`config.mk`:
```
export PLATFORM = sky130hd
export DESIGN_NAME = timer_top
export DESIGN_NICKNAME = d
export VERILOG_FILES = /design/src/gba_timer_pkg.sv /design/src/timer_prescaler.sv /design/src/timer.sv /design/src/timer_regs.sv /design/src/timer_irq.sv /design/src/timer_top.sv
export SDC_FILE = /design/constraint.sdc
export NUM_CORES = 1
export LEC_CHECK = 0
export BUFFER_PORTS_ARGS = -buffer_cell sky130_fd_sc_hd__buf_2
export CELL_PAD_IN_SITES_DETAIL_PLACEMENT = 2
export CELL_PAD_IN_SITES_GLOBAL_PLACEMENT = 2
export CORE_MARGIN = 2
export CORE_UTILIZATION = 40
export CTS_CLUSTER_SIZE = 8
export DETAILED_ROUTE_END_ITERATION = 12
export MAX_ROUTING_LAYER = met4
export PLACE_DENSITY = 0.95
export SYNTH_ARGS = -nofsm -noshare
export SYNTH_HDL_FRONTEND = slang
export SYNTH_SLANG_ARGS = --single-unit
export TNS_END_PERCENT = 20
```
`constraint.sdc`:
```
create_clock -name clock_16 -period 7.5 [get_ports clock_16]
set_input_delay 2.25 -clock clock_16 [delete_from_list [all_inputs] [get_ports clock_16]]
set_output_delay 2.25 -clock clock_16 [all_outputs]
set_load 0.005 [all_outputs]
```
`src/gba_timer_pkg.sv`:
```
package gba_timer_pkg;

    // port widths and default channel count.
    localparam int ADDR_W     = 4;
    localparam int DATA_W     = 16;
    localparam int NUM_TIMERS = 4;

    // interrupt flag register.
    localparam logic [ADDR_W-1:0] IF_ADDR = 4'd8;

    // prescaler ratio select, as written to the control half.
    typedef enum logic [1:0] {
        div_1    = 2'd0,
        div_64   = 2'd1,
        div_256  = 2'd2,
        div_1024 = 2'd3
    } prescale_t;

    // one strobe per ratio, bit order follows prescale_t.
    typedef struct packed {
        logic tick_1024;
        logic tick_256;
        logic tick_64;
        logic tick_1;
    } tick_t;

    // control half of one channel, occupies bits [4:0].
    typedef struct packed {
        logic      start;
        logic      irq_en;
        logic      count_up;
        prescale_t prescale;
    } timer_ctrl_t;

    localparam int CTRL_W = $bits(timer_ctrl_t);

    // reload on write, live count on read.
    function automatic logic [ADDR_W-1:0] TM_CNT_L_ADDR(input int n);
        return ADDR_W'(2 * n);
    endfunction

    function automatic logic [ADDR_W-1:0] TM_CNT_H_ADDR(input int n);
        return ADDR_W'(2 * n + 1);
    endfunction

endpackage

```
`src/timer_prescaler.sv`:
```
`timescale 1ns/100ps

module timer_prescaler (
    input  logic                  clock_16,
    input  logic                  reset,
    output gba_timer_pkg::tick_t  ticks
);

    // one shared divider for all channels, as on the console.
    logic [9:0] div_cnt;

    always_ff @(posedge clock_16) begin
        if (reset) begin
            div_cnt <= '0;
        end else begin
            div_cnt <= div_cnt + 10'd1; // free running, wraps at 1024.
        end
    end

    // a ratio fires when its low counter bits are all ones.
    always_comb begin
        ticks           = '0;
        ticks.tick_1    = 1'b1;
        ticks.tick_64   = &div_cnt[5:0];
        ticks.tick_256  = &div_cnt[7:0];
        ticks.tick_1024 = &div_cnt[9:0];
    end

endmodule

```
`src/timer.sv`:
```
`timescale 1ns/100ps

module timer (
    input  logic                        clock_16,
    input  logic                        reset,
    input  gba_timer_pkg::tick_t        ticks,
    input  logic [15:0]                 reload,
    input  gba_timer_pkg::timer_ctrl_t  ctrl,
    input  logic                        cascade_in,
    output logic [15:0]                 count,
    output logic                        overflow
);

    logic        start_q;    // start bit seen on the previous edge.
    logic        start_rise;
    logic        running;
    logic [3:0]  tick_bits;
    logic        tick_sel;
    logic        advance;

    assign start_rise = ctrl.start & ~start_q;

    // counting begins on the edge after the reload load.
    assign running = ctrl.start & start_q;

    // strobe for the selected ratio.
    assign tick_bits = ticks;
    assign tick_sel  = tick_bits[ctrl.prescale];

    // count-up mode follows the channel below instead of the prescaler.
    assign advance = ctrl.count_up ? cascade_in : tick_sel;

    assign overflow = running & advance & (count == 16'hFFFF);

    always_ff @(posedge clock_16) begin
        if (reset) begin
            start_q <= 1'b0;
        end else begin
            start_q <= ctrl.start;
        end
    end

    always_ff @(posedge clock_16) begin
        if (reset) begin
            count <= '0;
        end else if (start_rise) begin
            count <= reload;             // fresh start loads immediately.
        end else if (overflow) begin
            count <= reload;             // wrap reloads on the same edge.
        end else if (running && advance) begin
            count <= count + 16'd1;
        end
    end

endmodule

```
`src/timer_regs.sv`:
```
`timescale 1ns/100ps

module timer_regs #(
    parameter int NUM_TIMERS = gba_timer_pkg::NUM_TIMERS
) (
    input  logic                                         clock_16,
    input  logic                                         reset,
    input  logic                                         io_wr,
    input  logic [gba_timer_pkg::ADDR_W-1:0]             io_addr,
    input  logic [gba_timer_pkg::DATA_W-1:0]             io_wdata,
    output logic [gba_timer_pkg::DATA_W-1:0]             io_rdata,
    output logic [NUM_TIMERS-1:0][15:0]                  reloads,
    output gba_timer_pkg::timer_ctrl_t [NUM_TIMERS-1:0]  ctrls,
    input  logic [NUM_TIMERS-1:0][15:0]                  counts,
    input  logic [NUM_TIMERS-1:0]                        flags,
    output logic [NUM_TIMERS-1:0]                        flag_clear
);

    localparam int CTRL_W = gba_timer_pkg::CTRL_W;

    gba_timer_pkg::timer_ctrl_t wr_ctrl;

    // control bits as they arrive on the bus.
    assign wr_ctrl = gba_timer_pkg::timer_ctrl_t'(io_wdata[CTRL_W-1:0]);

    always_ff @(posedge clock_16) begin
        if (reset) begin
            reloads <= '0;
            ctrls   <= '0;
        end else if (io_wr) begin
            for (int i = 0; i < NUM_TIMERS; i++) begin
                if (io_addr == gba_timer_pkg::TM_CNT_L_ADDR(i)) begin
                    reloads[i] <= io_wdata;  // live count is untouched.
                end
                if (io_addr == gba_timer_pkg::TM_CNT_H_ADDR(i)) begin
                    ctrls[i] <= wr_ctrl;
                    // channel 0 has no lower neighbour to count from.
                    if (i == 0) begin
                        ctrls[i].count_up <= 1'b0;
                    end
                end
            end
        end
    end

    // write-1-to-clear mask, valid only in the write cycle.
    always_comb begin
        flag_clear = '0;
        if (io_wr && io_addr == gba_timer_pkg::IF_ADDR) begin
            flag_clear = io_wdata[NUM_TIMERS-1:0];
        end
    end

    // read mux; unmapped addresses return zero.
    always_comb begin
        io_rdata = '0;
        for (int i = 0; i < NUM_TIMERS; i++) begin
            if (io_addr == gba_timer_pkg::TM_CNT_L_ADDR(i)) begin
                io_rdata = counts[i];
            end
            if (io_addr == gba_timer_pkg::TM_CNT_H_ADDR(i)) begin
                io_rdata[CTRL_W-1:0] = ctrls[i];
            end
        end
        if (io_addr == gba_timer_pkg::IF_ADDR) begin
            io_rdata[NUM_TIMERS-1:0] = flags;
        end
    end

endmodule

```
`src/timer_irq.sv`:
```
`timescale 1ns/100ps

module timer_irq #(
    parameter int NUM_TIMERS = gba_timer_pkg::NUM_TIMERS
) (
    input  logic                   clock_16,
    input  logic                   reset,
    input  logic [NUM_TIMERS-1:0]  overflows,
    input  logic [NUM_TIMERS-1:0]  irq_en,
    input  logic [NUM_TIMERS-1:0]  flag_clear,
    output logic [NUM_TIMERS-1:0]  flags,
    output logic                   irq
);

    logic [NUM_TIMERS-1:0] flag_set;

    // only enabled channels raise a request.
    assign flag_set = overflows & irq_en;

    always_ff @(posedge clock_16) begin
        if (reset) begin
            flags <= '0;
        end else begin
            // set wins over a clear on the same edge.
            flags <= (flags & ~flag_clear) | flag_set;
        end
    end

    assign irq = |flags; // one combined line to the cpu.

endmodule

```
`src/timer_top.sv`:
```
`timescale 1ns/100ps

module timer_top #(
    parameter int NUM_TIMERS = gba_timer_pkg::NUM_TIMERS
) (
    input  logic                              clock_16,
    input  logic                              reset,
    input  logic                              io_wr,
    input  logic [gba_timer_pkg::ADDR_W-1:0]  io_addr,
    input  logic [gba_timer_pkg::DATA_W-1:0]  io_wdata,
    output logic [gba_timer_pkg::DATA_W-1:0]  io_rdata,
    output logic                              irq
);

    gba_timer_pkg::tick_t                        ticks;
    logic [NUM_TIMERS-1:0][15:0]                 reloads;
    gba_timer_pkg::timer_ctrl_t [NUM_TIMERS-1:0] ctrls;
    logic [NUM_TIMERS-1:0][15:0]                 counts;
    logic [NUM_TIMERS-1:0]                       overflows;
    logic [NUM_TIMERS-1:0]                       cascade;
    logic [NUM_TIMERS-1:0]                       irq_en;
    logic [NUM_TIMERS-1:0]                       flags;
    logic [NUM_TIMERS-1:0]                       flag_clear;

    timer_prescaler prescaler_i (
        .clock_16,
        .reset,
        .ticks
    );

    timer_regs #(.NUM_TIMERS(NUM_TIMERS)) regs_i (
        .clock_16,
        .reset,
        .io_wr,
        .io_addr,
        .io_wdata,
        .io_rdata,
        .reloads,
        .ctrls,
        .counts,
        .flags,
        .flag_clear
    );

    for (genvar i = 0; i < NUM_TIMERS; i++) begin : g_chan
        // each channel counts overflows of the one below it.
        if (i == 0) begin : g_first
            assign cascade[i] = 1'b0;
        end else begin : g_chain
            assign cascade[i] = overflows[i-1];
        end

        assign irq_en[i] = ctrls[i].irq_en;

        timer timer_i (
            .clock_16,
            .reset,
            .ticks,
            .reload     (reloads[i]),
            .ctrl       (ctrls[i]),
            .cascade_in (cascade[i]),
            .count      (counts[i]),
            .overflow   (overflows[i])
        );
    end

    timer_irq #(.NUM_TIMERS(NUM_TIMERS)) irq_i (
        .clock_16,
        .reset,
        .overflows,
        .irq_en,
        .flag_clear,
        .flags,
        .irq
    );

endmodule

```
; Word-level counts from Yosys, hierarchy flattened
; Index checks and enable logic that the tools add are counted.
; W data, S select, Z words.
[word_totals]
regBits = 165
word_cells = 129
output_inout_bits = 17
[op_classes]
n_bitwise = 24
n_eq_ne = 12
add_sub_neg = 5
n_mux = 33
n_reduce_logical = 22
magnitude_cmp = 4
[ops]
columns = operator, count
row1 = $mux W16, 16
row2 = $add A16 B1 Y16 const B, 4
row3 = $eq A16 B16 Y1 const B, 4
row4 = $mux W5, 4
row5 = $and A1 B1 Y1, 16
row6 = $eq A4 B3 Y1 const B, 4
row7 = $reduce_and A2 Y1, 8
row8 = $lt A2 B3 Y1 const B, 4
row9 = $reduce_bool A3 Y1, 4
row10 = $add A10 B1 Y10 const B, 1
row11 = $reduce_and A10 Y1, 1
row12 = $and A4 B4 Y4, 2
row13 = $bmux W1 S2, 4
row14 = $eq A4 B2 Y1 const B, 2
row15 = $mux W4, 2
row16 = $reduce_and A8 Y1, 1
row17 = $mux W1, 7
row18 = $reduce_and A6 Y1, 1
row19 = $logic_and A1 B1 Y1, 5
row20 = $eq A4 B1 Y1 const B, 1
row21 = $eq A4 B4 Y1 const B, 1
row22 = $logic_not A4 Y1, 1
row23 = $not A1 Y1, 4
row24 = $not A4 Y4, 1
row25 = other kinds (2), 2

; Logic depth before layout (Yosys ltp)
[depth]
depth_word = 16
mapped_depth = 10
mapped_depth_nobuf = 8

; Modules after synthesis
; A second synthesis with hierarchy kept.
[hier_totals]
hier_cells = 1144
hier_area_um2 = 9242.6
[by_module_without_submodules]
columns = mod, seq_area_each_um2, cells_each, instances, area_per_inst_um2
row1 = timer_regs, 1661.6, 468, 1, 3873.7
row2 = timer at g_chan[0].timer_i ..., 340.3, 152, 3, 1183.6
row3 = timer at g_chan[1].timer_i, 340.3, 152, 1, 1211.2
row4 = timer_prescaler, 200.2, 50, 1, 454.2
row5 = timer_irq, 80.1, 17, 1, 148.9
row6 = timer_top, 0.0, 1, 1, 3.8

; Least setup slack after synthesis
; Ideal clock, no wire load.
[synth_path]
path_type = in2out
startpoint = input io_addr[2] in the netlist's numbering
endpoint = output io_rdata[10] in the netlist's numbering
path_slack_ps = 1527
path_stages = 6
arrival_time_ps = 3723
required_ps = 5250
path_buffers = 2
cell_sequence = clkbuf_1 nand2b_1 nor3_1 clkbuf_1 nand2_1 a31oi_1
[synth_via]
elab_chain_cells = 5
elab_cells_between_ends = 8
[synth_lines]
columns = element, line_no
row1 = "start, declared", timer_top.sv:9  ; input logic [gba_timer_pkg::ADDR_W-1:0] io_addr,
row2 = $logic_not A4 Y1, timer_regs.sv:58  ; if (io_addr == gba_timer_pkg::TM_CNT_L_ADDR(i)) begin
row3 = $mux W16 (3 in a row), timer_regs.sv:58
row4 = $mux W16 (*), timer_regs.sv:58
row5 = "end, declared", timer_top.sv:11  ; output logic [gba_timer_pkg::DATA_W-1:0] io_rdata,
; Mark *: on every way between the ends. The rest lies on a longest branch, timed or not.

; Final worst setup path
[layout_path]
startpoint = input io_addr[0] in the netlist's numbering
endpoint = output io_rdata[3] in the netlist's numbering
[layout_via]
elab_chain_cells = 10
elab_cells_between_ends = 18
[layout_lines]
columns = element, line_no
row1 = $logic_not A4 Y1, timer_regs.sv:58
row2 = $mux W16, timer_regs.sv:58
row3 = $mux W5, timer_regs.sv:61  ; if (io_addr == gba_timer_pkg::TM_CNT_H_ADDR(i)) begin
row4 = $mux W16, timer_regs.sv:58
row5 = $mux W5, timer_regs.sv:61
row6 = $mux W16, timer_regs.sv:58
row7 = $mux W5, timer_regs.sv:61
row8 = $mux W16, timer_regs.sv:58
row9 = $mux W5, timer_regs.sv:61
row10 = $mux W4 (*), timer_regs.sv:65  ; if (io_addr == gba_timer_pkg::IF_ADDR) begin
; Marks and branches as above.

==> metrics.md <==
| Metric | Value |
|---|---|
| Worst Min Path Start | `regs_i.reloads[3]` |
| Worst path buffer plus inverter count | `2` |
| CP Data Required Time | `5.25 ns` |
| Unrepaired setup endpoints after global routing | `no` |
| Predominant post-synthesis flop cell | `dfxtp_1` |
| Worst VDD drop | `131 µV` |
| Fraction of the mapped netlist area in adder cells | `0.00734` |
| GP Congestion | `0.855` |
| Hold Path Depth | `2` |
| Final instance area | `0.00951 mm²` |
| Postcts setup bufs | `0` |
| I/O pin count | `40` |
| Area added between synthesis and finish | `11.5%` |
| Net Count, Synth | `1126` |
| Mapped Cells | `1098` |
| Status | `finished, final reports clean` |
| Initial antenna violation count | `0` |
| Clk sinks | `165` |
| Ordered cell list for the critical path | `buf_2, nor2b_1, nor2b_1, a222oi_1, a21oi_1, a211oi_1, a21oi_1, buf_2` |
| DP HPWL | `26400 µm` |
| Share of cells above drive strength 1 | `0.103` |
| # fillers | `2353` |
| Critical Path Start Type | `input port` |
| Critical Path Max Stage Delay | `0.78 ns` |
| GRT Residual Overflow | `0` |
| DR pass1 iterations | `5` |
| Post-route DRC | `0` |
| CTS tree | `yes` |
| Reg2Reg Setup Slack | `3.74 ns` |
| Syn_area_per_cell | `7.76 µm²` |
| Multiplexer share of the synthesized area | `0.0299` |
| Fin nets | `1123` |
| Grt met2 use | `0.637` |
| Global-route wire length before repair | `64200 µm` |
| Setup TNS | `0 ns` |
| Lkg Pwr | `0.00317 µW` |
| Die area | `0.0225 mm²` |
| Worst Path Max Fanout | `16` |
| Most Used Layer, Global Route | `met2` |
| Post-Syn Area | `0.00853 mm²` |
| Async set or reset register ratio after synthesis | `0` |
| Root buf cell | `clkbuf_16` |
| Post-synthesis sequential area ratio | `0.387` |
| Cts hold-fix bufs | `0` |
| P per Cell Area | `214 mW/mm²` |
| Final Cycle Share | `0.919` |
| Family with the most delay on the worst path | `simple AND/OR/NAND/NOR gates` |
| Post-DRT Antenna Nets | `0` |
| Reg2reg path depth | `8` |
| Post-synthesis compound-gate area fraction | `0.254` |
| Clock slew at reported path FFs | `0.07 ns` |
| Grt met3 use | `0.0796` |
| Pins Over Slew Limit | `0` |
| Initial Util | `0.407` |
| Synth Warn # | `0` |
| FF-to-FF Start | `g_chan[0].timer_i.count[0]` |
| Resize count post-CTS | `0` |
| Largest net degree at the start of global routing | `85` |
| Worst Setup End Kind | `output pin` |
| Via Count | `9484` |
| H-tree level count | `4` |
| Die height | `150 µm` |
| Post-synth EDFFs | `0` |
| Final WL | `42300 µm` |
| Largest family of logic cells by synthesized area | `simple AND/OR/NAND/NOR gates` |
| Synth Area in Simple Gates | `0.272` |
| Maxcap violations | `0` |
| Total core area | `0.0210 mm²` |
| HP Class | `register to register` |
| Xor/xnor share of the synthesized area | `0.00925` |
| Number of global-route vias before repair | `10140` |
| Skew final | `0.0147 ns` |
| Diodes inserted | `0` |
| Yosys cell types | `80` |
| Worst Hold Path EP | `regs_i.reloads[3]` |
| Hold Fails Final Rpt | `0` |
| Slew @ Worst Pin | `1.32 ns` |
| FMAX | `145 MHz` |
| Clk Latency, worst-skew pair | `0.45 ns` |
| Via density | `6.87` |
| Critical-path top delay cell | `nor2b_1` |
| GRT Total Usage | `0.392` |
| Met1 Use GR | `0.445` |
| Relative slew slack | `0.123` |
| Tmin final | `6.89 ns` |
| Setup Viol. Count Final | `0` |
| DIE WIDTH | `150 µm` |
| Arrival time at the worst endpoint | `4.64 ns` |
| CP Class | `input port to output pin` |
| Min Hold Slack | `0.462 ns` |
| Reg-to-reg endpoint | `g_chan[2].timer_i.count[14]` |
| Port Buf Inserts | `39` |
| Finished Core Util | `0.454` |
| First DRT Iteration DRCs | `845` |
| Placed cell area | `0.00888 mm²` |
| Num CTS Buffers | `17` |
| Register bit total from synthesis | `165` |
| Max Root-Sink Buffers | `2` |
| Row count | `53` |
| Drt wl/cell | `30.6 µm` |
==> per-stage QoR <==
step	std cells	setup WS (ns)	total power, µW
detailed placement	1351	0.783	1040
CTS	1381	0.699	2020
floorplan	1098	1.53	987
global route	1381	0.525	2070
finish	1381	0.609	2030
global placement	1351	1.02	1030
==> layout by cell type (no fill, tap or decap), drive strengths merged, types with 5 or more instances in the layout <==
master,Yosys,layout
dfxtp,165,165
o211ai,5,5
nand4,9,9
xor2,5,5
a22oi,40,40
and3,13,13
o41ai,5,5
o31a,6,6
nor2,83,83
ha,5,5
inv,12,12
a21oi,102,102
nor4,12,12
o21ai,56,56
mux2i,21,21
nor2b,14,14
and2,8,8
o2111ai,5,5
or3,9,9
or4,7,7
a221oi,6,6
nand2,227,227
bufinv,0,5
a221o,5,5
nand3,60,60
nor3,21,21
buf,13,49
nand2b,8,8
o31ai,7,7
or2,8,8
clkbuf,58,22
a31oi,27,27
a211oi,12,12
==> worst max-delay path by stage <==
stage / start / endpoint / slack [ns] / depth (start not counted)
floorplan: io_addr[2] / io_rdata[10] / 1.53 / 6
global placement: io_addr[0] / io_rdata[3] / 1.02 / 8
detailed placement: io_addr[0] / io_rdata[3] / 0.78 / 8
CTS: io_addr[0] / io_rdata[3] / 0.70 / 8
global route: io_addr[0] / io_rdata[3] / 0.53 / 8
finish: io_addr[0] / io_rdata[3] / 0.61 / 8
==> layout make-up <==
class                   instances  area [µm²]  area share
clock buffers                  22         454      0.0478
clock inverters                 8         175      0.0184
inverters                      12        45.0     0.00474
multi-input cells             850        4910       0.517
flip-flops and latches        165        3300       0.348
well taps                     275         344      0.0362
repair buffers                 49         273      0.0287
==> Yosys cell counts, types with 4 or more instances <==
library cell  instances  area (µm²)
a211o_1               4        35.0
a211oi_1              8        60.1
a21o_1                4        30.0
a21oi_1             101         505
a221o_1               5        50.1
a221oi_1              6        52.6
a22oi_1              40         300
a31oi_1              26         163
and2_1                7        43.8
and3_1               13        81.3
buf_2                10        50.1
clkbuf_1             58         218
dfxtp_1             165        3300
ha_1                  5        62.6
inv_1                12        45.0
mux2i_1              21         210
nand2_1             227         852
nand2b_1              8        50.1
nand3_1              56         280
nand3_2               4        40.0
nand3b_1              4        30.0
nand4_1               8        50.1
nand4b_1              4        35.0
nor2_1               81         304
nor2b_1              14        87.6
nor3_1               19        95.1
nor4_1               10        62.6
o2111ai_1             4        35.0
o211ai_1              5        37.5
o21ai_0              48         240
o21ai_1               7        35.0
o31a_1                6        52.6
o31ai_1               6        45.0
o41ai_1               5        43.8
or2_2                 8        50.1
or3_1                 9        56.3
or4_1                 7        52.6
xnor2_1               4        35.0
xor2_1                5        43.8
==> tightest hold or removal path, delay by kind of cell, from the launching register on <==
| family | cells | cell delay [ns] |
|---|---|---|
| AO/OA/AOI/OAI | 1 | 0.06 |
| flip-flops | 1 | 0.31 |
| AND/OR/NAND/NOR | 1 | 0.05 |
==> flip-flops by register name (all words and copies together), names as in the netlist <==
| register | count |
|---|---|
| regs_i.ctrls | 19 |
| g_chan.timer_i.start_q | 4 |
| prescaler_i.div_cnt | 10 |
| irq_i.flags | 4 |
| g_chan.timer_i.count | 64 |
| regs_i.reloads | 64 |
==> logic make-up after synthesis <==
kind of cell / Yosys count
multiplexers: 23
adder cells (fa/ha/maj): 5
XOR/XNOR: 9
buffers and inverters: 83
flip-flops: 165
AO/OA/AOI/OAI: 319
AND/OR/NAND/NOR: 494
==> report_power, final <==
group          internal, µW  leakage (µW)  total, µW  switching (µW)
registers               890       0.00133        915            24.4
clock network           598      0.000300        999             401
logic                  30.7       0.00154        118            86.9
==> metal layers <==
metal,wire length (µm),vias up
li1,-,3983
met1,16400,4811
met2,20400,515
met3,2840,175
met4,2750,0
met5,0,-
(Power assumes the default switching activity.)
